==> config.mk <==
export PLATFORM = sky130hd
export DESIGN_NAME = memory_stage_flat
export DESIGN_NICKNAME = d
export VERILOG_FILES = /design/src/source/rv_isa_pkg.sv /design/src/source/pipe_pkg.sv /design/src/source/bypass_if.sv /design/src/source/memory_stage.sv /design/src/flat_wrapper.sv
export VERILOG_INCLUDE_DIRS = /design/src /design/src/source
export SDC_FILE = /design/constraint.sdc
export NUM_CORES = 2
export LEC_CHECK = 0
export BUFFER_PORTS_ARGS = -buffer_cell sky130_fd_sc_hd__buf_2
export CAP_MARGIN = 10
export CORE_ASPECT_RATIO = 2
export CORE_UTILIZATION = 45
export CTS_CLUSTER_DIAMETER = 100
export CTS_CLUSTER_SIZE = 24
export DETAILED_ROUTE_END_ITERATION = 10
export PLACE_DENSITY = 0.74
export SLEW_MARGIN = 25
export SYNTH_ARGS = -nofsm -noshare
export SYNTH_HDL_FRONTEND = slang
export SYNTH_SLANG_ARGS = --single-unit
==> constraint.sdc <==
create_clock -name clk -period 2.94 [get_ports clk]
set_input_delay 0.735 -clock clk [delete_from_list [all_inputs] [get_ports clk]]
set_output_delay 0.735 -clock clk [all_outputs]
set_load 0.05 [all_outputs]
==> src/source/rv_macros.svh <==
// core width and constant macros
`ifndef RV_MACROS_SVH
`define RV_MACROS_SVH

// datapath and address width
`define XLEN 32

// register file geometry
`define REG_COUNT 32
`define REG_ADDR_W 5

// data memory depth in words
`define DMEM_WORDS 64

// a7 holds the ecall service code
`define ECALL_ARG_REG 17
`define HALT_CODE 10

// sequential pc increment
`define PC_STEP 4

`endif
==> src/source/rv_isa_pkg.sv <==
// rv32i subset encodings
`include "rv_macros.svh"

package rv_isa_pkg;

  typedef enum logic [6:0] {
    OP_R      = 7'b0110011,  // add sub and or xor slt
    OP_IMM    = 7'b0010011,  // addi andi ori xori
    OP_LOAD   = 7'b0000011,  // lw
    OP_STORE  = 7'b0100011,  // sw
    OP_BRANCH = 7'b1100011,  // beq bne
    OP_JAL    = 7'b1101111,
    OP_SYSTEM = 7'b1110011   // ecall only
  } opcode_e;

  typedef enum logic [2:0] {
    ALU_ADD, ALU_SUB, ALU_AND, ALU_OR, ALU_XOR, ALU_SLT
  } alu_op_e;

  typedef struct packed {
    logic [6:0]             funct7;
    logic [`REG_ADDR_W-1:0] rs2;
    logic [`REG_ADDR_W-1:0] rs1;
    logic [2:0]             funct3;
    logic [`REG_ADDR_W-1:0] rd;
    opcode_e                opcode;
  } r_fmt_t;

  typedef struct packed {
    logic [11:0]            imm;
    logic [`REG_ADDR_W-1:0] rs1;
    logic [2:0]             funct3;
    logic [`REG_ADDR_W-1:0] rd;
    opcode_e                opcode;
  } i_fmt_t;

  typedef struct packed {
    logic [6:0]             imm_hi;
    logic [`REG_ADDR_W-1:0] rs2;
    logic [`REG_ADDR_W-1:0] rs1;
    logic [2:0]             funct3;
    logic [4:0]             imm_lo;
    opcode_e                opcode;
  } s_fmt_t;

  // branch offset bits scattered, bit 0 implied
  typedef struct packed {
    logic                   imm12;
    logic [5:0]             imm10_5;
    logic [`REG_ADDR_W-1:0] rs2;
    logic [`REG_ADDR_W-1:0] rs1;
    logic [2:0]             funct3;
    logic [3:0]             imm4_1;
    logic                   imm11;
    opcode_e                opcode;
  } b_fmt_t;

  typedef struct packed {
    logic                   imm20;
    logic [9:0]             imm10_1;
    logic                   imm11;
    logic [7:0]             imm19_12;
    logic [`REG_ADDR_W-1:0] rd;
    opcode_e                opcode;
  } j_fmt_t;

  // one fetched word, five views
  typedef union packed {
    r_fmt_t r;
    i_fmt_t i;
    s_fmt_t s;
    b_fmt_t b;
    j_fmt_t j;
  } inst_u;

  typedef struct packed {
    logic    reg_write;
    logic    mem_read;
    logic    mem_write;
    logic    alu_src;    // imm as operand b
    logic    is_branch;
    logic    branch_ne;  // bne, else beq
    logic    is_jal;
    logic    is_halt;    // ecall with a7 == halt code
    alu_op_e alu_op;
  } ctrl_t;

endpackage

==> src/source/pipe_pkg.sv <==
// pipeline register records
`include "rv_macros.svh"

package pipe_pkg;

  typedef struct packed {
    logic             valid;
    logic [`XLEN-1:0] pc;
    logic [`XLEN-1:0] inst;
  } if_id_t;

  typedef struct packed {
    rv_isa_pkg::ctrl_t      ctrl;      // all zero means bubble
    logic [`XLEN-1:0]       pc;
    logic [`XLEN-1:0]       rs1_data;
    logic [`XLEN-1:0]       rs2_data;
    logic [`XLEN-1:0]       imm;
    logic [`REG_ADDR_W-1:0] rs1;
    logic [`REG_ADDR_W-1:0] rs2;
    logic [`REG_ADDR_W-1:0] rd;
  } id_ex_t;

  typedef struct packed {
    rv_isa_pkg::ctrl_t      ctrl;
    logic [`XLEN-1:0]       alu_out;     // also the load/store address
    logic [`XLEN-1:0]       store_data;
    logic [`REG_ADDR_W-1:0] rd;
    logic [`XLEN-1:0]       link;        // pc + 4 for jal
  } ex_mem_t;

endpackage

==> src/source/bypass_if.sv <==
// result bypass bundle
`include "rv_macros.svh"

interface bypass_if;
  logic [`REG_ADDR_W-1:0] mem_rd;
  logic                   mem_reg_write;
  logic                   mem_mem_read;   // mem_value is an address, not data
  logic [`XLEN-1:0]       mem_value;
  logic [`REG_ADDR_W-1:0] wb_rd;
  logic                   wb_reg_write;   // already gated by halt
  logic [`XLEN-1:0]       wb_value;

  modport source (output mem_rd, mem_reg_write, mem_mem_read, mem_value,
                  output wb_rd, wb_reg_write, wb_value);
  modport fwd (input mem_rd, mem_reg_write, mem_value, wb_rd, wb_reg_write, wb_value);
  modport dec (input mem_rd, mem_reg_write, mem_mem_read, mem_value,
               input wb_rd, wb_reg_write, wb_value);
endinterface

==> src/source/memory_stage.sv <==
// data memory, writeback select and halt
`include "rv_macros.svh"

module memory_stage (
  input  logic              clk,
  input  logic              reset,
  input  pipe_pkg::ex_mem_t ex_mem,
  bypass_if.source          bypass,
  output logic              is_halted
);
  logic [`XLEN-1:0]              dmem [`DMEM_WORDS];
  logic [$clog2(`DMEM_WORDS)-1:0] word_idx;
  logic [`XLEN-1:0]              mem_value, wb_din;
  logic [`REG_ADDR_W-1:0]        wb_rd;
  logic                          wb_reg_write;
  logic [`XLEN-1:0]              wb_value;
  logic                          halted;

  assign word_idx  = ex_mem.alu_out[$clog2(`DMEM_WORDS)+1:2];    // byte address to word
  assign mem_value = ex_mem.ctrl.is_jal ? ex_mem.link : ex_mem.alu_out;
  assign wb_din    = ex_mem.ctrl.mem_read ? dmem[word_idx] : mem_value;  // async load

  always_ff @(posedge clk) begin
    if (reset) begin
      for (int i = 0; i < `DMEM_WORDS; i++)
        dmem[i] <= '0;
    end else if (ex_mem.ctrl.mem_write && !halted) begin
      dmem[word_idx] <= ex_mem.store_data;
    end
  end

  // mem/wb register and sticky halt
  always_ff @(posedge clk) begin
    if (reset) begin
      wb_reg_write <= 1'b0;
      halted       <= 1'b0;
    end else begin
      wb_reg_write <= ex_mem.ctrl.reg_write;
      halted       <= halted | ex_mem.ctrl.is_halt;  // set as ecall enters wb
    end
    wb_rd    <= ex_mem.rd;
    wb_value <= wb_din;
  end

  assign bypass.mem_rd        = ex_mem.rd;
  assign bypass.mem_reg_write = ex_mem.ctrl.reg_write;
  assign bypass.mem_mem_read  = ex_mem.ctrl.mem_read;
  assign bypass.mem_value     = mem_value;
  assign bypass.wb_rd         = wb_rd;
  assign bypass.wb_reg_write  = wb_reg_write && !halted;  // no writes past the halt
  assign bypass.wb_value      = wb_value;

  assign is_halted = halted;
endmodule

==> src/flat_wrapper.sv <==
// flat-port wrapper written by rule: the top's interface ports become plain ports
module memory_stage_flat 
  (clk, reset, ex_mem, is_halted, bypass_mem_rd, bypass_mem_reg_write, bypass_mem_mem_read, bypass_mem_value, bypass_wb_rd, bypass_wb_reg_write, bypass_wb_value);
  bypass_if bypass_i ();
  input  logic clk;
  input  logic reset;
  input  pipe_pkg::ex_mem_t ex_mem;
  output logic is_halted;
  output wire logic [$bits(bypass_i.mem_rd)-1:0] bypass_mem_rd;
  output wire logic [$bits(bypass_i.mem_reg_write)-1:0] bypass_mem_reg_write;
  output wire logic [$bits(bypass_i.mem_mem_read)-1:0] bypass_mem_mem_read;
  output wire logic [$bits(bypass_i.mem_value)-1:0] bypass_mem_value;
  output wire logic [$bits(bypass_i.wb_rd)-1:0] bypass_wb_rd;
  output wire logic [$bits(bypass_i.wb_reg_write)-1:0] bypass_wb_reg_write;
  output wire logic [$bits(bypass_i.wb_value)-1:0] bypass_wb_value;
  assign bypass_mem_rd = bypass_i.mem_rd;
  assign bypass_mem_reg_write = bypass_i.mem_reg_write;
  assign bypass_mem_mem_read = bypass_i.mem_mem_read;
  assign bypass_mem_value = bypass_i.mem_value;
  assign bypass_wb_rd = bypass_i.wb_rd;
  assign bypass_wb_reg_write = bypass_i.wb_reg_write;
  assign bypass_wb_value = bypass_i.wb_value;
  memory_stage u_core (.clk(clk), .reset(reset), .ex_mem(ex_mem), .bypass(bypass_i), .is_halted(is_halted));
endmodule
==> summary.md <==
| Metric | Value |
|---|---|
| Die area | ~0.21 sq mm |
| Initial antenna violation count | between 50 and 60 |
| Total congestion overflow | 0 |
| Highest net fanout along the worst path | 10 |
| FF-to-FF Start | u_core.dmem[34][8] |
| Area post-placement | roughly 0.11 sq mm |
| Hold Path Sink | u_core.bypass.wb_rd[2] |
| Portion of netlist area occupied by mux cells | 0.0819 |
| Port-buffer cells | ~190 |
| Crit end category | flop |
| Post-synthesis compound-gate area fraction | 0.0735 |
| Sequential share of the synthesized area | 0.655 |
| Avg Synthesized Cell Area | ~14 sq um |
| Adder-cell share of the synthesized area | 0 |
| CTS buffer count | 96 |
| First-pass GRT wire length | a little over 500000 microns |
| Routed len/inst | around 37 microns |
| Synth cell types | between 60 and 70 |
| Pin count of the biggest net entering global routing | 67 |
| Slew @ Worst Pin | between 1 and 1.5 ns |
| CP Data Required Time | between 3 and 4 ns |
| Number of I/O pins | 192 |
| CP max-delay cell | a221oi_1 |
| Tot Pwr | about 0.057 W |
| Area of the multi-input gates | 0.0299 sq mm |
| Flop2flop setup slack | around 0.090 ns |
| Synth area leaders | edfxtp_1, and2_1, mux4_2, mux2_2, mux2i_1 |
| CP cell instances | buf_12, buf_12, buf_4, buf_12, mux2_2, a221oi_1, o21ai_0, buf_4, a2111oi_0, buf_4, a31oi_1 |
| Area Growth Syn to Fin | 15.8% |
| Nature of the critical path startpoint | input pin |
| EDFF count, synth | roughly 2.0k |
| Post-route cell area | 0.110 sq mm |
| Clock power share | 0.277 |
| Vias in the first global route | 64.2k |
| RSZ-0062 raised after global routing | no |
| Ys Warns | 0 |
| CTS max path bufs | 3 |
| Post-route ant nets | 0 |
| All-layer global routing usage | 0.353 |
| Combinational Power Share | 0.128 |
| Share of layout cells above drive strength 1 | 0.250 |
| TritonCTS clock tree | built |
| Sw power | 0.0147 W |
| Setup TNS | -0.168 ns |
| Routed WL | approximately 380000 microns |
| Relative slew slack | 0.194 |
| Switching power share of the total | 0.257 |
| Die H | about 650 microns |
| Final Critical Period | between 3 and 4 ns |
| Fin util | 0.524 |
| Hold Crit Class | in -> reg |
| Htree depth | 3 |
| Int Pwr | about 0.042 W |
| Max Clock Skew | about 0.056 ns |
| Slowest cell delay on critical path | 0.69 ns |
| Post-route setup slack | -0.139 ns |
| Syn Nets | between 6k and 7k |
| Starting density of the core | 0.453 |
| Simple-gate share of the synthesized area | 0.155 |
| Tcrit/Tclk final | 1.05 |
| Final setup viols | 5 |
| Initial DRC count | ~11k |
| Post-synthesis cell area | approximately 0.095 sq mm |
| Post-Synthesis Cells | slightly below 7k |
| DR vias | between 60k and 70k |
| Site Rows | roughly 240 |
| FF/Latch Area | 0.0623 sq mm |
| Fill cells | roughly 17k |
| Worst Hold Launch | ex_mem[34] |
| Placer congestion estimate | 1.04 |
| Outcome | complete, but fails checks |
| Clk sinks | about 2.1k |
| Drt drc | 0 |
| Main flop type after synthesis | edfxtp_1 |
| Drt pass-1 iters | 6 |
| VDD IR-drop max | slightly below 0.5 mV |
| Post-DP HPWL | 258000 microns |
| Die width | 327 microns |
| Fin. Hold Viols | 0 |
| Hold WS | 0.0323 ns |
| Post-synth top area share | 0.647 |
| Pins Over Slew Limit | 0 |
| CTS root buf | clkbuf_16 |
| Clk slew on worst S/H paths | ~0.11 ns |
| Critical path class | in -> reg |
| FF+latch count, synth | ~2.1k |
| Fmax | about 0.32 GHz |
| Vias per inst | between 6 and 7 |
| Largest area contributor in the netlist | edfxtp_1 |
| Worst EP arrival | approximately 3.8 ns |
| RR Endpoint | u_core.bypass.wb_value[8] |
| Clk Latency, worst-skew pair | ~0.83 ns |
| XOR/XNOR share of the synthesized area | 0 |
| Largest family of logic cells by synthesized area | simple AND/OR/NAND/NOR gates |
| Violated checks | setup timing |
| Sequential Power Share | 0.595 |
| Final #Nets | 7454 |
| Hold path cells | 1 |
| Leakage dissipation | approximately 41 nW |
| Core area | between 0.2 and 0.25 sq mm |
| Max-Cap Viols | 0 |
| R2R cell count | 7 |
| Power per cell area | around 520 mW/mm^2 |
| Post-synth ARST share | 0 |
[cell usage after synthesis, drive strengths merged, types with 7 or more instances]
cell type / instances
nand3: 26
edfxtp: 2048
buf: 235
mux2: 215
o22ai: 94
o2bb2ai: 11
o211ai: 11
mux2i: 196
a22oi: 177
a221oi: 186
a31oi: 32
nor2: 150
and3: 9
a221o: 49
a21oi: 112
a211oi: 15
nand2: 96
clkbuf: 493
a222oi: 14
dfxtp: 39
nor2b: 8
and2: 2052
o32a: 19
a22o: 44
o21ai: 96
or2: 70
a2111oi: 7
mux4: 151
o22a: 13
o2111ai: 7
o221ai: 14
[per-stage QoR]
| stage | instances | setup WS (ns) |
|---|---|---|
| 2_1_floorplan | 6767 | 0.0303 |
| 6_report | 10200 | -0.139 |
| 3_3_place_gp | 9996 | -1.33 |
| 5_1_grt | 10200 | 0.000637 |
| 4_1_cts | 10200 | 0.0268 |
| 3_5_place_dp | 9996 | -1.26 |
[repair_timing]
action	in CTS	in global routing
cloned	0	0
buffers inserted	4	0
hold buffers	0	0
pin swaps	2	0
endpoints found under the setup margin	9	8
resized for setup	17	10
[cell type report]
cell class / instances / area share
diodes: 36 / 0.000819
multi-input cells: 3948 / 0.271
clock inverters: 2 / 0.000159
clock buffers: 152 / 0.0247
inverters: 4 / 0.000250
well taps: 2760 / 0.0314
flip-flops and latches: 2087 / 0.566
repair buffers: 1203 / 0.105
[cells by family after synthesis]
kind of cell           after synthesis
AND/OR/NAND/NOR                   2446
flip-flops                        2087
AO/OA/AOI/OAI                      940
buffers and inverters              732
multiplexers                       562
[registers in the layout, summed over array words and instances (netlist names)]
| name | flops |
|---|---|
| u_core.dmem | 2048 |
| u_core.wb_reg_write | 1 |
| u_core.bypass.wb_rd | 5 |
| u_core.is_halted | 1 |
| u_core.bypass.wb_value | 32 |
[per-layer routing]
metal	GRT usage	wire [microns]
met4	0.320	43000
met2	0.568	179000
met1	0.384	115000
met3	0.0869	44700
met5	0	181
[placed cells by master (no fill, tap or decap), drive strengths merged, types with 9 or more instances in the layout]
cell     instances
and2          2052
edfxtp        2048
buf           1202
mux2           215
mux2i          196
a221oi         186
a22oi          177
clkbuf         153
mux4           151
nor2           150
a21oi          112
nand2           96
o21ai           96
o22ai           94
or2             70
a221o           49
a22o            44
dfxtp           39
diode           36
a31oi           32
nand3           26
o32a            19
a211oi          15
a222oi          14
o221ai          14
o22a            13
o211ai          11
o2bb2ai         11
and3             9
[critical path: cells and delay by family]
family          cells  cell delay [ns]
compound gates      4             1.62
mux                 1             0.33
buf+inv             6             1.04
[power groups by stage]
| stage | Combinational [W] | Clock [W] | Sequential [W] |
|---|---|---|---|
| floorplan | 0.00279 | 0 | 0.0346 |
| global placement | 0.00689 | 0 | 0.0345 |
| detailed placement | 0.00694 | 0 | 0.0346 |
| CTS | 0.00698 | 0.0157 | 0.0339 |
| global route | 0.00728 | 0.0166 | 0.0340 |
| finish | 0.00732 | 0.0158 | 0.0339 |
[worst max-delay path by stage]
stage,from,end,slack (ns),depth (start not counted)
after global routing,ex_mem[71],u_core.bypass.wb_value[25],0.0006,9
after global placement,ex_mem[71],u_core.bypass.wb_value[12],-1.33,10
final,ex_mem[71],u_core.bypass.wb_value[8],-0.14,11
after CTS,ex_mem[71],u_core.bypass.wb_value[2],0.03,12
after detailed placement,ex_mem[71],u_core.bypass.wb_value[22],-1.26,11
after floorplan,ex_mem[71],u_core.dmem[10][0],0.03,8
Note: power is estimated with default switching activity, not from simulation.
