**src/source/rv_macros.svh**
```systemverilog
// core width and constant macros
`ifndef RV_MACROS_SVH
`define RV_MACROS_SVH

// datapath and address width
`define XLEN 32

// register file geometry
`define REG_COUNT 32
`define REG_ADDR_W 5

// data memory depth in words
`define DMEM_WORDS 64

// a7 holds the ecall service code
`define ECALL_ARG_REG 17
`define HALT_CODE 10

// sequential pc increment
`define PC_STEP 4

`endif
```
**src/source/rv_isa_pkg.sv**
```systemverilog
// rv32i subset encodings
`include "rv_macros.svh"

package rv_isa_pkg;

  typedef enum logic [6:0] {
    OP_R      = 7'b0110011,  // add sub and or xor slt
    OP_IMM    = 7'b0010011,  // addi andi ori xori
    OP_LOAD   = 7'b0000011,  // lw
    OP_STORE  = 7'b0100011,  // sw
    OP_BRANCH = 7'b1100011,  // beq bne
    OP_JAL    = 7'b1101111,
    OP_SYSTEM = 7'b1110011   // ecall only
  } opcode_e;

  typedef enum logic [2:0] {
    ALU_ADD, ALU_SUB, ALU_AND, ALU_OR, ALU_XOR, ALU_SLT
  } alu_op_e;

  typedef struct packed {
    logic [6:0]             funct7;
    logic [`REG_ADDR_W-1:0] rs2;
    logic [`REG_ADDR_W-1:0] rs1;
    logic [2:0]             funct3;
    logic [`REG_ADDR_W-1:0] rd;
    opcode_e                opcode;
  } r_fmt_t;

  typedef struct packed {
    logic [11:0]            imm;
    logic [`REG_ADDR_W-1:0] rs1;
    logic [2:0]             funct3;
    logic [`REG_ADDR_W-1:0] rd;
    opcode_e                opcode;
  } i_fmt_t;

  typedef struct packed {
    logic [6:0]             imm_hi;
    logic [`REG_ADDR_W-1:0] rs2;
    logic [`REG_ADDR_W-1:0] rs1;
    logic [2:0]             funct3;
    logic [4:0]             imm_lo;
    opcode_e                opcode;
  } s_fmt_t;

  // branch offset bits scattered, bit 0 implied
  typedef struct packed {
    logic                   imm12;
    logic [5:0]             imm10_5;
    logic [`REG_ADDR_W-1:0] rs2;
    logic [`REG_ADDR_W-1:0] rs1;
    logic [2:0]             funct3;
    logic [3:0]             imm4_1;
    logic                   imm11;
    opcode_e                opcode;
  } b_fmt_t;

  typedef struct packed {
    logic                   imm20;
    logic [9:0]             imm10_1;
    logic                   imm11;
    logic [7:0]             imm19_12;
    logic [`REG_ADDR_W-1:0] rd;
    opcode_e                opcode;
  } j_fmt_t;

  // one fetched word, five views
  typedef union packed {
    r_fmt_t r;
    i_fmt_t i;
    s_fmt_t s;
    b_fmt_t b;
    j_fmt_t j;
  } inst_u;

  typedef struct packed {
    logic    reg_write;
    logic    mem_read;
    logic    mem_write;
    logic    alu_src;    // imm as operand b
    logic    is_branch;
    logic    branch_ne;  // bne, else beq
    logic    is_jal;
    logic    is_halt;    // ecall with a7 == halt code
    alu_op_e alu_op;
  } ctrl_t;

endpackage

```
**src/source/pipe_pkg.sv**
```systemverilog
// pipeline register records
`include "rv_macros.svh"

package pipe_pkg;

  typedef struct packed {
    logic             valid;
    logic [`XLEN-1:0] pc;
    logic [`XLEN-1:0] inst;
  } if_id_t;

  typedef struct packed {
    rv_isa_pkg::ctrl_t      ctrl;      // all zero means bubble
    logic [`XLEN-1:0]       pc;
    logic [`XLEN-1:0]       rs1_data;
    logic [`XLEN-1:0]       rs2_data;
    logic [`XLEN-1:0]       imm;
    logic [`REG_ADDR_W-1:0] rs1;
    logic [`REG_ADDR_W-1:0] rs2;
    logic [`REG_ADDR_W-1:0] rd;
  } id_ex_t;

  typedef struct packed {
    rv_isa_pkg::ctrl_t      ctrl;
    logic [`XLEN-1:0]       alu_out;     // also the load/store address
    logic [`XLEN-1:0]       store_data;
    logic [`REG_ADDR_W-1:0] rd;
    logic [`XLEN-1:0]       link;        // pc + 4 for jal
  } ex_mem_t;

endpackage

```
**src/source/bypass_if.sv**
```systemverilog
// result bypass bundle
`include "rv_macros.svh"

interface bypass_if;
  logic [`REG_ADDR_W-1:0] mem_rd;
  logic                   mem_reg_write;
  logic                   mem_mem_read;   // mem_value is an address, not data
  logic [`XLEN-1:0]       mem_value;
  logic [`REG_ADDR_W-1:0] wb_rd;
  logic                   wb_reg_write;   // already gated by halt
  logic [`XLEN-1:0]       wb_value;

  modport source (output mem_rd, mem_reg_write, mem_mem_read, mem_value,
                  output wb_rd, wb_reg_write, wb_value);
  modport fwd (input mem_rd, mem_reg_write, mem_value, wb_rd, wb_reg_write, wb_value);
  modport dec (input mem_rd, mem_reg_write, mem_mem_read, mem_value,
               input wb_rd, wb_reg_write, wb_value);
endinterface

```
**src/source/execute_stage.sv**
```systemverilog
// execute, forwarding and branch resolve
`include "rv_macros.svh"

module execute_stage (
  input  logic              clk,
  input  logic              reset,
  input  pipe_pkg::id_ex_t  id_ex,
  bypass_if.fwd             bypass,
  output logic              redirect,
  output logic [`XLEN-1:0]  redirect_pc,
  output pipe_pkg::ex_mem_t ex_mem
);
  import rv_isa_pkg::*;
  import pipe_pkg::*;

  logic             mem_hit_a, mem_hit_b, wb_hit_a, wb_hit_b;
  logic [`XLEN-1:0] op_a, op_b, alu_b, alu_out;
  logic             equal;
  ex_mem_t          ex_mem_d;

  // nonzero rd matches, mem is the younger result
  assign mem_hit_a = bypass.mem_reg_write && bypass.mem_rd != '0 && bypass.mem_rd == id_ex.rs1;
  assign mem_hit_b = bypass.mem_reg_write && bypass.mem_rd != '0 && bypass.mem_rd == id_ex.rs2;
  assign wb_hit_a  = bypass.wb_reg_write && bypass.wb_rd != '0 && bypass.wb_rd == id_ex.rs1;
  assign wb_hit_b  = bypass.wb_reg_write && bypass.wb_rd != '0 && bypass.wb_rd == id_ex.rs2;

  assign op_a = mem_hit_a ? bypass.mem_value : wb_hit_a ? bypass.wb_value : id_ex.rs1_data;
  assign op_b = mem_hit_b ? bypass.mem_value : wb_hit_b ? bypass.wb_value : id_ex.rs2_data;

  assign alu_b = id_ex.ctrl.alu_src ? id_ex.imm : op_b;

  always_comb begin
    case (id_ex.ctrl.alu_op)
      ALU_ADD: alu_out = op_a + alu_b;
      ALU_SUB: alu_out = op_a - alu_b;
      ALU_AND: alu_out = op_a & alu_b;
      ALU_OR:  alu_out = op_a | alu_b;
      ALU_XOR: alu_out = op_a ^ alu_b;
      ALU_SLT: alu_out = {{(`XLEN-1){1'b0}}, $signed(op_a) < $signed(alu_b)};
      default: alu_out = op_a + alu_b;
    endcase
  end

  // beq/bne compare on forwarded registers, not the alu
  assign equal       = (op_a == op_b);
  assign redirect    = id_ex.ctrl.is_jal ||
                       (id_ex.ctrl.is_branch && (equal ^ id_ex.ctrl.branch_ne));
  assign redirect_pc = id_ex.pc + id_ex.imm;  // pc-relative target

  always_comb begin
    ex_mem_d.ctrl       = id_ex.ctrl;
    ex_mem_d.alu_out    = alu_out;
    ex_mem_d.store_data = op_b;               // sw data, forwarded
    ex_mem_d.rd         = id_ex.rd;
    ex_mem_d.link       = id_ex.pc + `XLEN'(`PC_STEP);
  end

  always_ff @(posedge clk) begin
    if (reset)
      ex_mem.ctrl <= '0;
    else
      ex_mem <= ex_mem_d;
  end
endmodule

```
**src/flat_wrapper.sv**
```systemverilog
// flat-port wrapper written by rule: the top's interface ports become plain ports
module execute_stage_flat import rv_isa_pkg::*; import pipe_pkg::*;
  (clk, reset, id_ex, redirect, redirect_pc, ex_mem, bypass_mem_rd, bypass_mem_reg_write, bypass_mem_value, bypass_wb_rd, bypass_wb_reg_write, bypass_wb_value);
  bypass_if bypass_i ();
  input  logic clk;
  input  logic reset;
  input  pipe_pkg::id_ex_t id_ex;
  output logic redirect;
  output logic [`XLEN-1:0] redirect_pc;
  output pipe_pkg::ex_mem_t ex_mem;
  input wire logic [$bits(bypass_i.mem_rd)-1:0] bypass_mem_rd;
  input wire logic [$bits(bypass_i.mem_reg_write)-1:0] bypass_mem_reg_write;
  input wire logic [$bits(bypass_i.mem_value)-1:0] bypass_mem_value;
  input wire logic [$bits(bypass_i.wb_rd)-1:0] bypass_wb_rd;
  input wire logic [$bits(bypass_i.wb_reg_write)-1:0] bypass_wb_reg_write;
  input wire logic [$bits(bypass_i.wb_value)-1:0] bypass_wb_value;
  assign bypass_i.mem_rd = bypass_mem_rd;
  assign bypass_i.mem_reg_write = bypass_mem_reg_write;
  assign bypass_i.mem_value = bypass_mem_value;
  assign bypass_i.wb_rd = bypass_wb_rd;
  assign bypass_i.wb_reg_write = bypass_wb_reg_write;
  assign bypass_i.wb_value = bypass_wb_value;
  execute_stage u_core (.clk(clk), .reset(reset), .id_ex(id_ex), .bypass(bypass_i), .redirect(redirect), .redirect_pc(redirect_pc), .ex_mem(ex_mem));
endmodule
```
**config.mk**
```make
export PLATFORM = sky130hd
export DESIGN_NAME = execute_stage_flat
export DESIGN_NICKNAME = d
export VERILOG_FILES = /design/src/source/rv_isa_pkg.sv /design/src/source/pipe_pkg.sv /design/src/source/bypass_if.sv /design/src/source/execute_stage.sv /design/src/flat_wrapper.sv
export VERILOG_INCLUDE_DIRS = /design/src /design/src/source
export SDC_FILE = /design/constraint.sdc
export NUM_CORES = 1
export LEC_CHECK = 0
export ABC_AREA = 1
export BUFFER_PORTS_ARGS = -buffer_cell sky130_fd_sc_hd__clkbuf_2
export CAP_MARGIN = 20
export CORE_MARGIN = 10
export CORE_UTILIZATION = 30
export CTS_CLUSTER_DIAMETER = 40
export DETAILED_ROUTE_END_ITERATION = 10
export PLACE_DENSITY = 0.59
export SYNTH_ARGS = -nofsm -noshare
export SYNTH_HDL_FRONTEND = slang
export SYNTH_SLANG_ARGS = --single-unit
```
**constraint.sdc**
```tcl
create_clock -name clk -period 5.2 [get_ports clk]
set_input_delay 1.04 -clock clk [delete_from_list [all_inputs] [get_ports clk]]
set_output_delay 1.04 -clock clk [all_outputs]
set_load 0.05 [all_outputs]
```
==> impl_metrics.env <==
export IMPL_outcome="completed"
export IMPL_gr_usage_all_layers_pct=22.9
export IMPL_worstSetupStartpointType="input port"
export IMPL_slew_at_the_pin_closest_to_its_max_slew_limit_ps=978
export IMPL_holdPathStages=1
export IMPL_worst_hold_startpoint="id_ex[3]"
export IMPL_report_final_hold_viol_count=0
export IMPL_timing_max_transition_violations_final=0
export IMPL_timing_hold_worst_class="input port to flop"
export IMPL_cellPowerDensity_mw_per_mm2=240
export IMPL_total_chip_power_w=0.00431
export IMPL_synth_async_reset_ratio_pct=0
export IMPL_required_ps=4160
export IMPL_port_buffers=376
export IMPL_largest_registers="u_core.ex_mem (112)"
export IMPL_routed_via_count=16800
export IMPL_floorplan_die_height_um=240
export IMPL_synth_cell_type_count=56
export IMPL_gp_congestion=0.988
export IMPL_most_crowded_layer_gr="met2"
export IMPL_largest_register="u_core.ex_mem"
export IMPL_totalWireLength_mm=68.7
export IMPL_grtUsageMet1_pct=31.1
export IMPL_final_min_period_over_clock_period_pct=94.7
export IMPL_crit_fanout=3
export IMPL_global_route_total_overflow=0
export IMPL_maximum_number_of_pins_on_one_net_before_global_route_repair=48
export IMPL_final_nets=3026
export IMPL_area_delta_synth_final_pct=23.4
export IMPL_clk_path_buf_depth=2
export IMPL_arrival_ps=3880
export IMPL_multiInputGateArea_mm2=0.00957
export IMPL_synth_edff_count=101
export IMPL_clkSinkCount=112
export IMPL_floorplan_die_width_um=240
export IMPL_m2_gr_usage_pct=35.7
export IMPL_postSynthRegisterBits=112
export IMPL_ys_flop_type="sky130_fd_sc_hd__edfxtp_1"
export IMPL_leakagePower_nw=9.65
export IMPL_htree_num_levels=3
export IMPL_start_util_pct=30.5
export IMPL_synth_avg_cell_area_um2=6.51
export IMPL_io_pin_count=377
export IMPL_holdPathEnd="u_core.ex_mem[35]"
export IMPL_fill_cells=5183
export IMPL_drt_pass1_iterations=6
export IMPL_setup_viol_count_final=0
export IMPL_critical_path_class="input port to primary output"
export IMPL_ir_worst_vdd_mv=0.156
export IMPL_post_route_drc_count=0
export IMPL_clock_tree_root_cell="sky130_fd_sc_hd__clkbuf_16"
export IMPL_initialDrtViolationCount=1443
export IMPL_finalCoreUtilization_pct=37.6
export IMPL_post_cts_resized=0
export IMPL_cts_buffers=9
export IMPL_coreArea_mm2=0.0478
export IMPL_post_cts_repair_setup_buffers=0
export IMPL_ant_nets=0
export IMPL_synth_nets=2601
export IMPL_largest_register_ffs=112
export IMPL_insertedDiodeCount=0
export IMPL_syn_warnings=0
export IMPL_final_period_minus_worst_setup_slack_ps=4920
export IMPL_grt_pass1_wl_mm=100
export IMPL_syn_instance_count=2238
export IMPL_place_detailed_hpwl_mm=58.0
export IMPL_tritoncts_clock_tree="done"
export IMPL_seq_area_mm2=0.00325
export IMPL_clkTransAtPathRegs_ps=80
export IMPL_achievable_frequency_mhz=203
export IMPL_setup_worst_path_end_class="primary output"
export IMPL_crit_path_setup_slack_layout_ps=276
export IMPL_finalHoldWorstSlack_ps=806
export IMPL_pre_cts_slack_ps=120
export IMPL_synth_area_mm2=0.0146
export IMPL_number_of_antenna_violations_at_the_first_check_in_global_routing=4
export IMPL_holdBufCountCts=0
export IMPL_rsz0062_at_grt="false"
export IMPL_placement_rows=80
export IMPL_maximum_capacitance_violations=0
export IMPL_worst_slew_margin_rel_pct=34.7
export IMPL_synth_seq_area_share_pct=22.3
export IMPL_die_area_mm2=0.0578
export IMPL_post_drt_wl_per_cell_um=20.9
export IMPL_final_layout_size_suffix_gt1_share_pct=23.5
export IMPL_setup_total_negative_slack_ps=0
export IMPL_number_of_global_route_vias_before_repair=16000
export IMPL_groute_layer_met3_usage_pct=5.21
export IMPL_avgViaCountPerCell=5.11
-- synth_stat cells, drive strengths merged, types with 10 or more instances --
library cell | number | area [um^2]
nor2 | 173 | 699
nand4 | 56 | 350
dfxtp | 11 | 220
ha | 128 | 1600
xnor2 | 25 | 219
nand2 | 612 | 2330
xor2 | 67 | 587
a31oi | 11 | 68.8
o21ai | 124 | 632
o211ai | 12 | 90.1
o21a | 10 | 75.1
a21o | 16 | 120
nor3 | 12 | 76.3
or2 | 40 | 250
o22ai | 13 | 81.3
inv | 331 | 1240
buf | 56 | 390
nand3 | 200 | 1110
edfxtp | 101 | 3030
a221oi | 15 | 131
a21oi | 146 | 746
clkbuf | 32 | 120
-- layer usage --
metal  share of wire [%]  vias up
met5               0.032        -
met4                 2.3        4
met3                 8.1       83
met2                  45      732
met1                  45     7782
li1                    -     8175
-- how the worst max path moves through the flow --
stage / startpoint / end / slack (ps) / depth (start not counted)
2_1_floorplan: id_ex[15] / redirect_pc[22] / 620 / 11
3_3_place_gp: bypass_wb_rd[0] / u_core.ex_mem[96] / 140 / 19
3_5_place_dp: bypass_wb_rd[1] / u_core.ex_mem[96] / 120 / 21
4_1_cts: id_ex[15] / redirect_pc[22] / 310 / 13
5_1_grt: id_ex[113] / redirect_pc[29] / 30 / 16
6_report: id_ex[15] / redirect_pc[22] / 280 / 13
-- through the flow --
| stage | instance area (um^2) | instances |
|---|---|---|
| final | 18000 | 3283 |
| after global routing | 18000 | 3283 |
| after CTS | 18000 | 3283 |
| after detailed placement | 17700 | 3267 |
| after global placement | 17700 | 3267 |
| after floorplan | 14600 | 2238 |
-- kinds of logic after synthesis --
kind of cell               share of synthesized area, %
buffers and inverters                              12.1
AOI/OAI and AO/OA                                  15.0
and+or+nand+nor                                    33.7
xor gates and xnor gates                           5.53
DFF                                                22.3
adders and majority gates                          11.4
-- report_power, final --
part | switching [W] | leakage (nW) | total [W] | internal, W
clock network | 0.000412 | 0.139 | 0.000746 | 0.000334
logic | 0.00173 | 8.43 | 0.00244 | 0.000710
registers | 0.0000291 | 1.08 | 0.00113 | 0.00110
-- worst max-delay path, stage by stage --
cell and delay [ps]:
sky130_fd_sc_hd__clkbuf_2 120, sky130_fd_sc_hd__ha_1 170, sky130_fd_sc_hd__inv_1 60, sky130_fd_sc_hd__fa_1 410, sky130_fd_sc_hd__o21ai_1 240, sky130_fd_sc_hd__a21oi_1 150
sky130_fd_sc_hd__o21ai_2 190, sky130_fd_sc_hd__a21oi_1 130, sky130_fd_sc_hd__o21ai_1 340, sky130_fd_sc_hd__a21boi_0 210, sky130_fd_sc_hd__o21ai_0 270, sky130_fd_sc_hd__xor2_1 210
sky130_fd_sc_hd__clkbuf_2 320
-- layout make-up --
type	count	share of cell area, %
clock inverter	6	0.285
sequential	112	18.1
clock buffer	10	1.27
multi-input combinational	1704	53.2
timing repair buffer	502	15.9
inverter	334	6.98
tap	615	4.28
-- cells in the final DEF, fill, tap and decap left out, types with 7 or more instances in the layout --
master	instances
sky130_fd_sc_hd__a21boi_0	7
sky130_fd_sc_hd__a21o_1	16
sky130_fd_sc_hd__a21oi_1	142
sky130_fd_sc_hd__a221oi_1	15
sky130_fd_sc_hd__a31oi_1	11
sky130_fd_sc_hd__buf_4	124
sky130_fd_sc_hd__clkbuf_16	9
sky130_fd_sc_hd__clkbuf_2	375
sky130_fd_sc_hd__dfxtp_1	11
sky130_fd_sc_hd__edfxtp_1	101
sky130_fd_sc_hd__ha_1	128
sky130_fd_sc_hd__inv_1	314
sky130_fd_sc_hd__inv_2	16
sky130_fd_sc_hd__nand2_1	601
sky130_fd_sc_hd__nand2_2	9
sky130_fd_sc_hd__nand3_1	179
sky130_fd_sc_hd__nand3_2	20
sky130_fd_sc_hd__nand4_1	56
sky130_fd_sc_hd__nor2_1	163
sky130_fd_sc_hd__nor3_1	10
sky130_fd_sc_hd__o211ai_1	12
sky130_fd_sc_hd__o21a_1	10
sky130_fd_sc_hd__o21ai_0	105
sky130_fd_sc_hd__o21ai_1	16
sky130_fd_sc_hd__o22ai_1	13
sky130_fd_sc_hd__or2_2	39
sky130_fd_sc_hd__xnor2_1	25
sky130_fd_sc_hd__xor2_1	67
Note: power is estimated with default switching activity, not from simulation.
