--- src/source/rv_macros.svh ---
// core width and constant macros
`ifndef RV_MACROS_SVH
`define RV_MACROS_SVH

// datapath and address width
`define XLEN 32

// register file geometry
`define REG_COUNT 32
`define REG_ADDR_W 5

// data memory depth in words
`define DMEM_WORDS 64

// a7 holds the ecall service code
`define ECALL_ARG_REG 17
`define HALT_CODE 10

// sequential pc increment
`define PC_STEP 4

`endif
--- src/source/rv_isa_pkg.sv ---
// rv32i subset encodings
`include "rv_macros.svh"

package rv_isa_pkg;

  typedef enum logic [6:0] {
    OP_R      = 7'b0110011,  // add sub and or xor slt
    OP_IMM    = 7'b0010011,  // addi andi ori xori
    OP_LOAD   = 7'b0000011,  // lw
    OP_STORE  = 7'b0100011,  // sw
    OP_BRANCH = 7'b1100011,  // beq bne
    OP_JAL    = 7'b1101111,
    OP_SYSTEM = 7'b1110011   // ecall only
  } opcode_e;

  typedef enum logic [2:0] {
    ALU_ADD, ALU_SUB, ALU_AND, ALU_OR, ALU_XOR, ALU_SLT
  } alu_op_e;

  typedef struct packed {
    logic [6:0]             funct7;
    logic [`REG_ADDR_W-1:0] rs2;
    logic [`REG_ADDR_W-1:0] rs1;
    logic [2:0]             funct3;
    logic [`REG_ADDR_W-1:0] rd;
    opcode_e                opcode;
  } r_fmt_t;

  typedef struct packed {
    logic [11:0]            imm;
    logic [`REG_ADDR_W-1:0] rs1;
    logic [2:0]             funct3;
    logic [`REG_ADDR_W-1:0] rd;
    opcode_e                opcode;
  } i_fmt_t;

  typedef struct packed {
    logic [6:0]             imm_hi;
    logic [`REG_ADDR_W-1:0] rs2;
    logic [`REG_ADDR_W-1:0] rs1;
    logic [2:0]             funct3;
    logic [4:0]             imm_lo;
    opcode_e                opcode;
  } s_fmt_t;

  // branch offset bits scattered, bit 0 implied
  typedef struct packed {
    logic                   imm12;
    logic [5:0]             imm10_5;
    logic [`REG_ADDR_W-1:0] rs2;
    logic [`REG_ADDR_W-1:0] rs1;
    logic [2:0]             funct3;
    logic [3:0]             imm4_1;
    logic                   imm11;
    opcode_e                opcode;
  } b_fmt_t;

  typedef struct packed {
    logic                   imm20;
    logic [9:0]             imm10_1;
    logic                   imm11;
    logic [7:0]             imm19_12;
    logic [`REG_ADDR_W-1:0] rd;
    opcode_e                opcode;
  } j_fmt_t;

  // one fetched word, five views
  typedef union packed {
    r_fmt_t r;
    i_fmt_t i;
    s_fmt_t s;
    b_fmt_t b;
    j_fmt_t j;
  } inst_u;

  typedef struct packed {
    logic    reg_write;
    logic    mem_read;
    logic    mem_write;
    logic    alu_src;    // imm as operand b
    logic    is_branch;
    logic    branch_ne;  // bne, else beq
    logic    is_jal;
    logic    is_halt;    // ecall with a7 == halt code
    alu_op_e alu_op;
  } ctrl_t;

endpackage

--- src/source/pipe_pkg.sv ---
// pipeline register records
`include "rv_macros.svh"

package pipe_pkg;

  typedef struct packed {
    logic             valid;
    logic [`XLEN-1:0] pc;
    logic [`XLEN-1:0] inst;
  } if_id_t;

  typedef struct packed {
    rv_isa_pkg::ctrl_t      ctrl;      // all zero means bubble
    logic [`XLEN-1:0]       pc;
    logic [`XLEN-1:0]       rs1_data;
    logic [`XLEN-1:0]       rs2_data;
    logic [`XLEN-1:0]       imm;
    logic [`REG_ADDR_W-1:0] rs1;
    logic [`REG_ADDR_W-1:0] rs2;
    logic [`REG_ADDR_W-1:0] rd;
  } id_ex_t;

  typedef struct packed {
    rv_isa_pkg::ctrl_t      ctrl;
    logic [`XLEN-1:0]       alu_out;     // also the load/store address
    logic [`XLEN-1:0]       store_data;
    logic [`REG_ADDR_W-1:0] rd;
    logic [`XLEN-1:0]       link;        // pc + 4 for jal
  } ex_mem_t;

endpackage

--- src/source/bypass_if.sv ---
// result bypass bundle
`include "rv_macros.svh"

interface bypass_if;
  logic [`REG_ADDR_W-1:0] mem_rd;
  logic                   mem_reg_write;
  logic                   mem_mem_read;   // mem_value is an address, not data
  logic [`XLEN-1:0]       mem_value;
  logic [`REG_ADDR_W-1:0] wb_rd;
  logic                   wb_reg_write;   // already gated by halt
  logic [`XLEN-1:0]       wb_value;

  modport source (output mem_rd, mem_reg_write, mem_mem_read, mem_value,
                  output wb_rd, wb_reg_write, wb_value);
  modport fwd (input mem_rd, mem_reg_write, mem_value, wb_rd, wb_reg_write, wb_value);
  modport dec (input mem_rd, mem_reg_write, mem_mem_read, mem_value,
               input wb_rd, wb_reg_write, wb_value);
endinterface

--- src/source/decode_stage.sv ---
// instruction decode and hazard check
`include "rv_macros.svh"

module decode_stage (
  input  logic             clk,
  input  logic             reset,
  input  pipe_pkg::if_id_t if_id,
  input  logic             redirect,
  bypass_if.dec            bypass,
  output logic             stall,
  output pipe_pkg::id_ex_t id_ex,
  output logic [`XLEN-1:0] print_reg [`REG_COUNT]
);
  import rv_isa_pkg::*;
  import pipe_pkg::*;

  inst_u                  inst;
  ctrl_t                  ctrl;
  id_ex_t                 id_ex_d;
  logic [`XLEN-1:0]       imm;
  logic                   uses_rs1, uses_rs2;
  logic                   is_ecall;
  logic [`REG_ADDR_W-1:0] rs1_addr;
  logic [`XLEN-1:0]       rs1_dout, rs2_dout;
  logic [`XLEN-1:0]       ecall_arg;
  logic                   load_use, ecall_wait;

  function automatic alu_op_e alu_from_f3(input logic [2:0] funct3, input logic sub);
    case (funct3)
      3'b000:  return sub ? ALU_SUB : ALU_ADD;
      3'b010:  return ALU_SLT;
      3'b100:  return ALU_XOR;
      3'b110:  return ALU_OR;
      3'b111:  return ALU_AND;
      default: return ALU_ADD;
    endcase
  endfunction

  assign inst     = if_id.inst;
  assign is_ecall = (inst.r.opcode == OP_SYSTEM);
  assign rs1_addr = is_ecall ? `REG_ADDR_W'(`ECALL_ARG_REG) : inst.r.rs1;  // ecall reads a7

  register_file i_regs (
    .clk          (clk),
    .reset        (reset),
    .rs1_addr     (rs1_addr),
    .rs2_addr     (inst.r.rs2),
    .rd           (bypass.wb_rd),
    .rd_din       (bypass.wb_value),
    .write_enable (bypass.wb_reg_write),
    .rs1_dout     (rs1_dout),
    .rs2_dout     (rs2_dout),
    .print_reg    (print_reg)
  );

  // a7 for ecall from mem, else from the write-through register file
  always_comb begin
    if (bypass.mem_reg_write && bypass.mem_rd == `REG_ADDR_W'(`ECALL_ARG_REG))
      ecall_arg = bypass.mem_value;
    else
      ecall_arg = rs1_dout;
  end

  always_comb begin
    ctrl     = '0;
    imm      = '0;
    uses_rs1 = 1'b0;
    uses_rs2 = 1'b0;
    case (inst.r.opcode)
      OP_R: begin
        ctrl.reg_write = 1'b1;
        ctrl.alu_op    = alu_from_f3(inst.r.funct3, inst.r.funct7[5]);
        uses_rs1       = 1'b1;
        uses_rs2       = 1'b1;
      end
      OP_IMM: begin
        ctrl.reg_write = 1'b1;
        ctrl.alu_src   = 1'b1;
        ctrl.alu_op    = alu_from_f3(inst.i.funct3, 1'b0);  // no subi
        imm            = {{(`XLEN-12){inst.i.imm[11]}}, inst.i.imm};
        uses_rs1       = 1'b1;
      end
      OP_LOAD: begin
        ctrl.reg_write = 1'b1;
        ctrl.mem_read  = 1'b1;
        ctrl.alu_src   = 1'b1;  // address = rs1 + imm
        imm            = {{(`XLEN-12){inst.i.imm[11]}}, inst.i.imm};
        uses_rs1       = 1'b1;
      end
      OP_STORE: begin
        ctrl.mem_write = 1'b1;
        ctrl.alu_src   = 1'b1;
        imm            = {{(`XLEN-12){inst.s.imm_hi[6]}}, inst.s.imm_hi, inst.s.imm_lo};
        uses_rs1       = 1'b1;
        uses_rs2       = 1'b1;  // store data
      end
      OP_BRANCH: begin
        ctrl.is_branch = 1'b1;
        ctrl.branch_ne = inst.b.funct3[0];  // 000 beq, 001 bne
        imm            = {{(`XLEN-12){inst.b.imm12}}, inst.b.imm11,
                          inst.b.imm10_5, inst.b.imm4_1, 1'b0};
        uses_rs1       = 1'b1;
        uses_rs2       = 1'b1;
      end
      OP_JAL: begin
        ctrl.reg_write = 1'b1;  // rd = pc + 4
        ctrl.is_jal    = 1'b1;
        imm            = {{(`XLEN-20){inst.j.imm20}}, inst.j.imm19_12,
                          inst.j.imm11, inst.j.imm10_1, 1'b0};
      end
      OP_SYSTEM: begin
        ctrl.is_halt = (ecall_arg == `XLEN'(`HALT_CODE));
        uses_rs1     = 1'b1;  // a7 via rs1_addr
      end
      default: ;  // unknown word acts as nop
    endcase
  end

  // load in EX feeding a source of this instruction
  assign load_use = id_ex.ctrl.mem_read && id_ex.rd != '0 &&
                    ((uses_rs1 && id_ex.rd == rs1_addr) ||
                     (uses_rs2 && id_ex.rd == inst.r.rs2));
  // ecall has no EX forward or MEM load data and waits for a7
  assign ecall_wait = is_ecall &&
                      ((id_ex.ctrl.reg_write && id_ex.rd == `REG_ADDR_W'(`ECALL_ARG_REG)) ||
                       (bypass.mem_mem_read && bypass.mem_reg_write &&
                        bypass.mem_rd == `REG_ADDR_W'(`ECALL_ARG_REG)));
  assign stall = if_id.valid && (load_use || ecall_wait);

  always_comb begin
    id_ex_d          = '0;
    id_ex_d.ctrl     = (stall || redirect || !if_id.valid) ? '0 : ctrl;  // bubble
    id_ex_d.pc       = if_id.pc;
    id_ex_d.rs1_data = rs1_dout;
    id_ex_d.rs2_data = rs2_dout;
    id_ex_d.imm      = imm;
    id_ex_d.rs1      = inst.r.rs1;
    id_ex_d.rs2      = inst.r.rs2;
    id_ex_d.rd       = inst.r.rd;
  end

  always_ff @(posedge clk) begin
    if (reset)
      id_ex.ctrl <= '0;
    else
      id_ex <= id_ex_d;
  end
endmodule

--- src/source/register_file.sv ---
// integer register file
`include "rv_macros.svh"

module register_file (
  input  logic                   clk,
  input  logic                   reset,
  input  logic [`REG_ADDR_W-1:0] rs1_addr,
  input  logic [`REG_ADDR_W-1:0] rs2_addr,
  input  logic [`REG_ADDR_W-1:0] rd,
  input  logic [`XLEN-1:0]       rd_din,
  input  logic                   write_enable,
  output logic [`XLEN-1:0]       rs1_dout,
  output logic [`XLEN-1:0]       rs2_dout,
  output logic [`XLEN-1:0]       print_reg [`REG_COUNT]
);
  logic [`XLEN-1:0] regs [`REG_COUNT];
  logic             wr;

  assign wr = write_enable && rd != '0;  // x0 stays zero

  always_ff @(posedge clk) begin
    if (reset) begin
      for (int i = 0; i < `REG_COUNT; i++)
        regs[i] <= '0;
    end else if (wr) begin
      regs[rd] <= rd_din;
    end
  end

  // same-cycle write shows through to the reads
  assign rs1_dout  = (wr && rd == rs1_addr) ? rd_din : regs[rs1_addr];
  assign rs2_dout  = (wr && rd == rs2_addr) ? rd_din : regs[rs2_addr];
  assign print_reg = regs;
endmodule

--- src/flat_wrapper.sv ---
// flat-port wrapper written by rule: the top's interface ports become plain ports
module decode_stage_flat import rv_isa_pkg::*; import pipe_pkg::*;
  (clk, reset, if_id, redirect, stall, id_ex, print_reg, bypass_mem_rd, bypass_mem_reg_write, bypass_mem_mem_read, bypass_mem_value, bypass_wb_rd, bypass_wb_reg_write, bypass_wb_value);
  bypass_if bypass_i ();
  input  logic clk;
  input  logic reset;
  input  pipe_pkg::if_id_t if_id;
  input  logic redirect;
  output logic stall;
  output pipe_pkg::id_ex_t id_ex;
  output logic [`XLEN-1:0] print_reg[`REG_COUNT];
  input wire logic [$bits(bypass_i.mem_rd)-1:0] bypass_mem_rd;
  input wire logic [$bits(bypass_i.mem_reg_write)-1:0] bypass_mem_reg_write;
  input wire logic [$bits(bypass_i.mem_mem_read)-1:0] bypass_mem_mem_read;
  input wire logic [$bits(bypass_i.mem_value)-1:0] bypass_mem_value;
  input wire logic [$bits(bypass_i.wb_rd)-1:0] bypass_wb_rd;
  input wire logic [$bits(bypass_i.wb_reg_write)-1:0] bypass_wb_reg_write;
  input wire logic [$bits(bypass_i.wb_value)-1:0] bypass_wb_value;
  assign bypass_i.mem_rd = bypass_mem_rd;
  assign bypass_i.mem_reg_write = bypass_mem_reg_write;
  assign bypass_i.mem_mem_read = bypass_mem_mem_read;
  assign bypass_i.mem_value = bypass_mem_value;
  assign bypass_i.wb_rd = bypass_wb_rd;
  assign bypass_i.wb_reg_write = bypass_wb_reg_write;
  assign bypass_i.wb_value = bypass_wb_value;
  decode_stage u_core (.clk(clk), .reset(reset), .if_id(if_id), .redirect(redirect), .bypass(bypass_i), .stall(stall), .id_ex(id_ex), .print_reg(print_reg));
endmodule
--- config.mk ---
export PLATFORM = sky130hd
export DESIGN_NAME = decode_stage_flat
export DESIGN_NICKNAME = d
export VERILOG_FILES = /design/src/source/rv_isa_pkg.sv /design/src/source/pipe_pkg.sv /design/src/source/bypass_if.sv /design/src/source/decode_stage.sv /design/src/source/register_file.sv /design/src/flat_wrapper.sv
export VERILOG_INCLUDE_DIRS = /design/src /design/src/source
export SDC_FILE = /design/constraint.sdc
export NUM_CORES = 2
export LEC_CHECK = 0
export ABC_AREA = 1
export BUFFER_PORTS_ARGS = -buffer_cell sky130_fd_sc_hd__buf_2
export CAP_MARGIN = 20
export CORE_AREA = 2 2 515 517
export DETAILED_ROUTE_END_ITERATION = 7
export DIE_AREA = 0 0 517 519
export MAX_ROUTING_LAYER = met4
export SLEW_MARGIN = 20
export SYNTH_ARGS = -nofsm -noshare
export SYNTH_HDL_FRONTEND = slang
export SYNTH_SLANG_ARGS = --single-unit
--- constraint.sdc ---
create_clock -name clk -period 7.3 [get_ports clk]
set_input_delay 0.73 -clock clk [delete_from_list [all_inputs] [get_ports clk]]
set_output_delay 0.73 -clock clk [all_outputs]
set_load 0.03 [all_outputs]
==> impl_metrics.env <==
export IMPL_status="finished with violations"
export IMPL_violations="design-rule violations"
export IMPL_cp_cell_sequence="buf_2 -> inv_2 -> nand2_1 -> nor2_4 -> nand2_8 -> buf_4 -> nand2_4 -> buf_4 -> xor2_1 -> nor2_1 -> nand3_1 -> nand2_1 -> nand2_1 -> nand2_1 -> inv_1 -> nor2_1 -> buf_2"
export IMPL_antenna_found_initial=62
export IMPL_ys_seq_elements=1167
export IMPL_gp_congestion=1.03
export IMPL_start_util_pct=22.5
export IMPL_min_to="u_core.id_ex[143]"
export IMPL_hold_path_class="in2reg"
export IMPL_grt_pass1_wl_um=551000
export IMPL_synth_xor_xnor_area_share_pct=0.133
export IMPL_p_leak_uw=0.0317
export IMPL_syn_area_mm2=0.0593
export IMPL_area_delta_synth_final_pct=25.4
export IMPL_synthMuxAreaShare_pct=0
export IMPL_clk_path_buf_depth=3
export IMPL_synth_fa_ha_area_share_pct=0
export IMPL_setup_viol=0
export IMPL_clock_tree_root_cell="clkbuf_16"
export IMPL_firstDrtPassIters=8
export IMPL_synth_compound_area_share_pct=29.6
export IMPL_synth_cell_types=43
export IMPL_io_pin_count=1324
export IMPL_final_common_cell="o21ai_0"
export IMPL_routed_via_count=70660
export IMPL_ys_flop_type="dfxtp_1"
export IMPL_htreeDepth=4
export IMPL_reg2reg_setup_slack_ns=4.37
export IMPL_critPathLaunch="if_id[2]"
export IMPL_syn_num_nets=8653
export IMPL_rr_startpoint="u_core.i_regs.print_reg[142]"
export IMPL_portBuffers=1323
export IMPL_hold_viol=0
export IMPL_core_mm2=0.263
export IMPL_grt_use_total_pct=30.4
export IMPL_timing_fmax_mhz=225
export IMPL_slowest_delay_ns=0.61
export IMPL_crit_reg2reg_capture="u_core.id_ex[146]"
export IMPL_rsz0062_at_grt="no"
export IMPL_worstSkewPairLatency_ns=0.87
export IMPL_drt_vias_per_instance=5.44
export IMPL_cellPowerDensity_mw_per_mm2=234
export IMPL_async_reset_ff_share_pct=0
export IMPL_row_count=189
export IMPL_final_cell_mix="o21ai_0, buf_2, a21oi_1"
export IMPL_cts_sink_count=1167
export IMPL_cp_slowest_cell="buf_4"
export IMPL_slew_violations=0
export IMPL_wl_per_cell_um=32.1
export IMPL_finalNetCount=9457
export IMPL_die_w_um=517
export IMPL_critPathRequiredTime_ns=6.57
export IMPL_synthSimpleGateAreaFrac_pct=18.7
export IMPL_final_setup_tns_ns=0
export IMPL_skew_ns=0.0497
export IMPL_layout_drive_gt1_share_pct=19.5
export IMPL_whs_ns=0.0841
export IMPL_tightest_slew_ns=1.19
export IMPL_irDropWorstVdd_mv=0.261
export IMPL_start_kind="input pin"
export IMPL_endpoint_kind="output port"
export IMPL_drv_cap=0
export IMPL_worstHoldPathCells=2
export IMPL_clk_pin_slew_ns=0.05
export IMPL_syn_area_per_cell_um2=6.97
export IMPL_grt_max_degree=220
export IMPL_synth_top_family_by_area="compound AO/OA/AOI/OAI gates"
export IMPL_drc=1
export IMPL_crit_fanout=35
export IMPL_min_from="if_id[12]"
export IMPL_synth_yosys_seq_area_share_pct=41.6
export IMPL_dp_hpwl_um=304000
export IMPL_worst_r2r_path_depth=14
export IMPL_ant_nets=0
export IMPL_cts_buffers=147
export IMPL_period_needed_ns=4.45
export IMPL_die_area_mm2=0.268
export IMPL_synth_edf_count=132
export IMPL_drt_iter0_markers=11665
export IMPL_grt_pass1_vias=60787
export IMPL_final_util_pct=28.2
export IMPL_crit_top_cell="nand2_1"
export IMPL_slew_limit_headroom_pct=19.6
export IMPL_routed_wl_um=417000
export IMPL_synth_cells=8508
export IMPL_critical_path_arrival_ns=3.72
export IMPL_die_h_um=519
export IMPL_largest_reg_flops=1024
export IMPL_period_share_pct=60.9
export IMPL_cts_tree="yes"
export IMPL_ys_warn_count=0
export IMPL_nFillCells=29147
export IMPL_timing_worst_setup_path_type="in2out"
export IMPL_grt_overflow_total=0
power breakdown:
group	internal (uW)	leakage [uW]	switching (uW)
registers	6630	0.00965	158
logic	568	0.0195	1900
clock network	4770	0.00256	3370
total	12000	0.0317	5440
worst max path at each step:
stage,end,cells past startpoint
3_5_place_dp,u_core.id_ex[146],20
4_1_cts,stall,17
2_1_floorplan,u_core.i_regs.print_reg[920],7
3_3_place_gp,u_core.id_ex[146],20
5_1_grt,stall,17
6_report,stall,17
worst max-delay path: cells and delay by family:
family,cells,cell delay (ns)
buf+inv,6,1.56
simple gates,10,1.12
xor+xnor,1,0.22
logic make-up (layout without fill, tap and decap cells):
group	count (synthesis)	in the layout
AOI/OAI and AO/OA	3336	3336
buffers and inverters	1462	2384
DFF	1167	1167
other	0	27
xor gates and xnor gates	9	9
and+or+nand+nor	2534	2534
timing repair:
action / CTS / global route
hold buffers: 35 / 0
buffers inserted: 0 / 0
endpoints found under the hold margin: 35 / 0
gates resized for setup: 0 / 0
layer usage:
layer / vias to the layer above / wire, um / share of wire, % / track usage, %
met4: 0 / 25800 / 6.2 / 15.5
met2: 4998 / 166000 / 40 / 40.9
met3: 746 / 53400 / 13 / 10.7
met1: 33939 / 172000 / 41 / 39.4
li1: 30977 / - / - / -
met5: - / 0 / 0 / -
cell type report:
cell class / instances / area (um2) / area share, %
Tap cell: 3533 / 4420 / 5.95
Clock inverter: 83 / 1330 / 1.79
Antenna cell: 27 / 67.6 / 0.0909
Sequential cell: 1167 / 24700 / 33.2
Inverter: 592 / 2270 / 3.05
Clock buffer: 184 / 3960 / 5.33
Timing Repair Buffer: 1525 / 8570 / 11.5
Multi-Input combinational cell: 5879 / 29000 / 39.1
cells in the mapped netlist, types with 16 or more instances:
cell      number  area, um2
a21oi_1     1255       6280
o211ai_1     101        758
buf_2        154        771
buf_4         35        263
a221oi_1      54        473
o21ai_0     1771       8860
clkbuf_1     626       2350
inv_1        576       2160
edfxtp_1     132       3960
a211oi_1      16        120
buf_1         50        188
nand2_1      918       3450
o221ai_1      36        315
nand3b_1      69        518
or2_2         43        269
nand3_1      852       4260
o22ai_1       55        344
nor2_1       608       2280
dfxtp_1     1035      20700
nor3_1        16       80.1
through the flow:
step | power (uW) | cell area (um2) | instances | setup WS [ns]
floorplan | 8200 | 59300 | 8508 | 1.34
global placement | 9310 | 68600 | 12658 | 2.29
detailed placement | 9310 | 68600 | 12660 | 2.38
CTS | 17400 | 74300 | 12962 | 2.68
global route | 17800 | 74300 | 12983 | 2.55
finish | 17400 | 74300 | 12990 | 2.85
(Power assumes the default switching activity.)
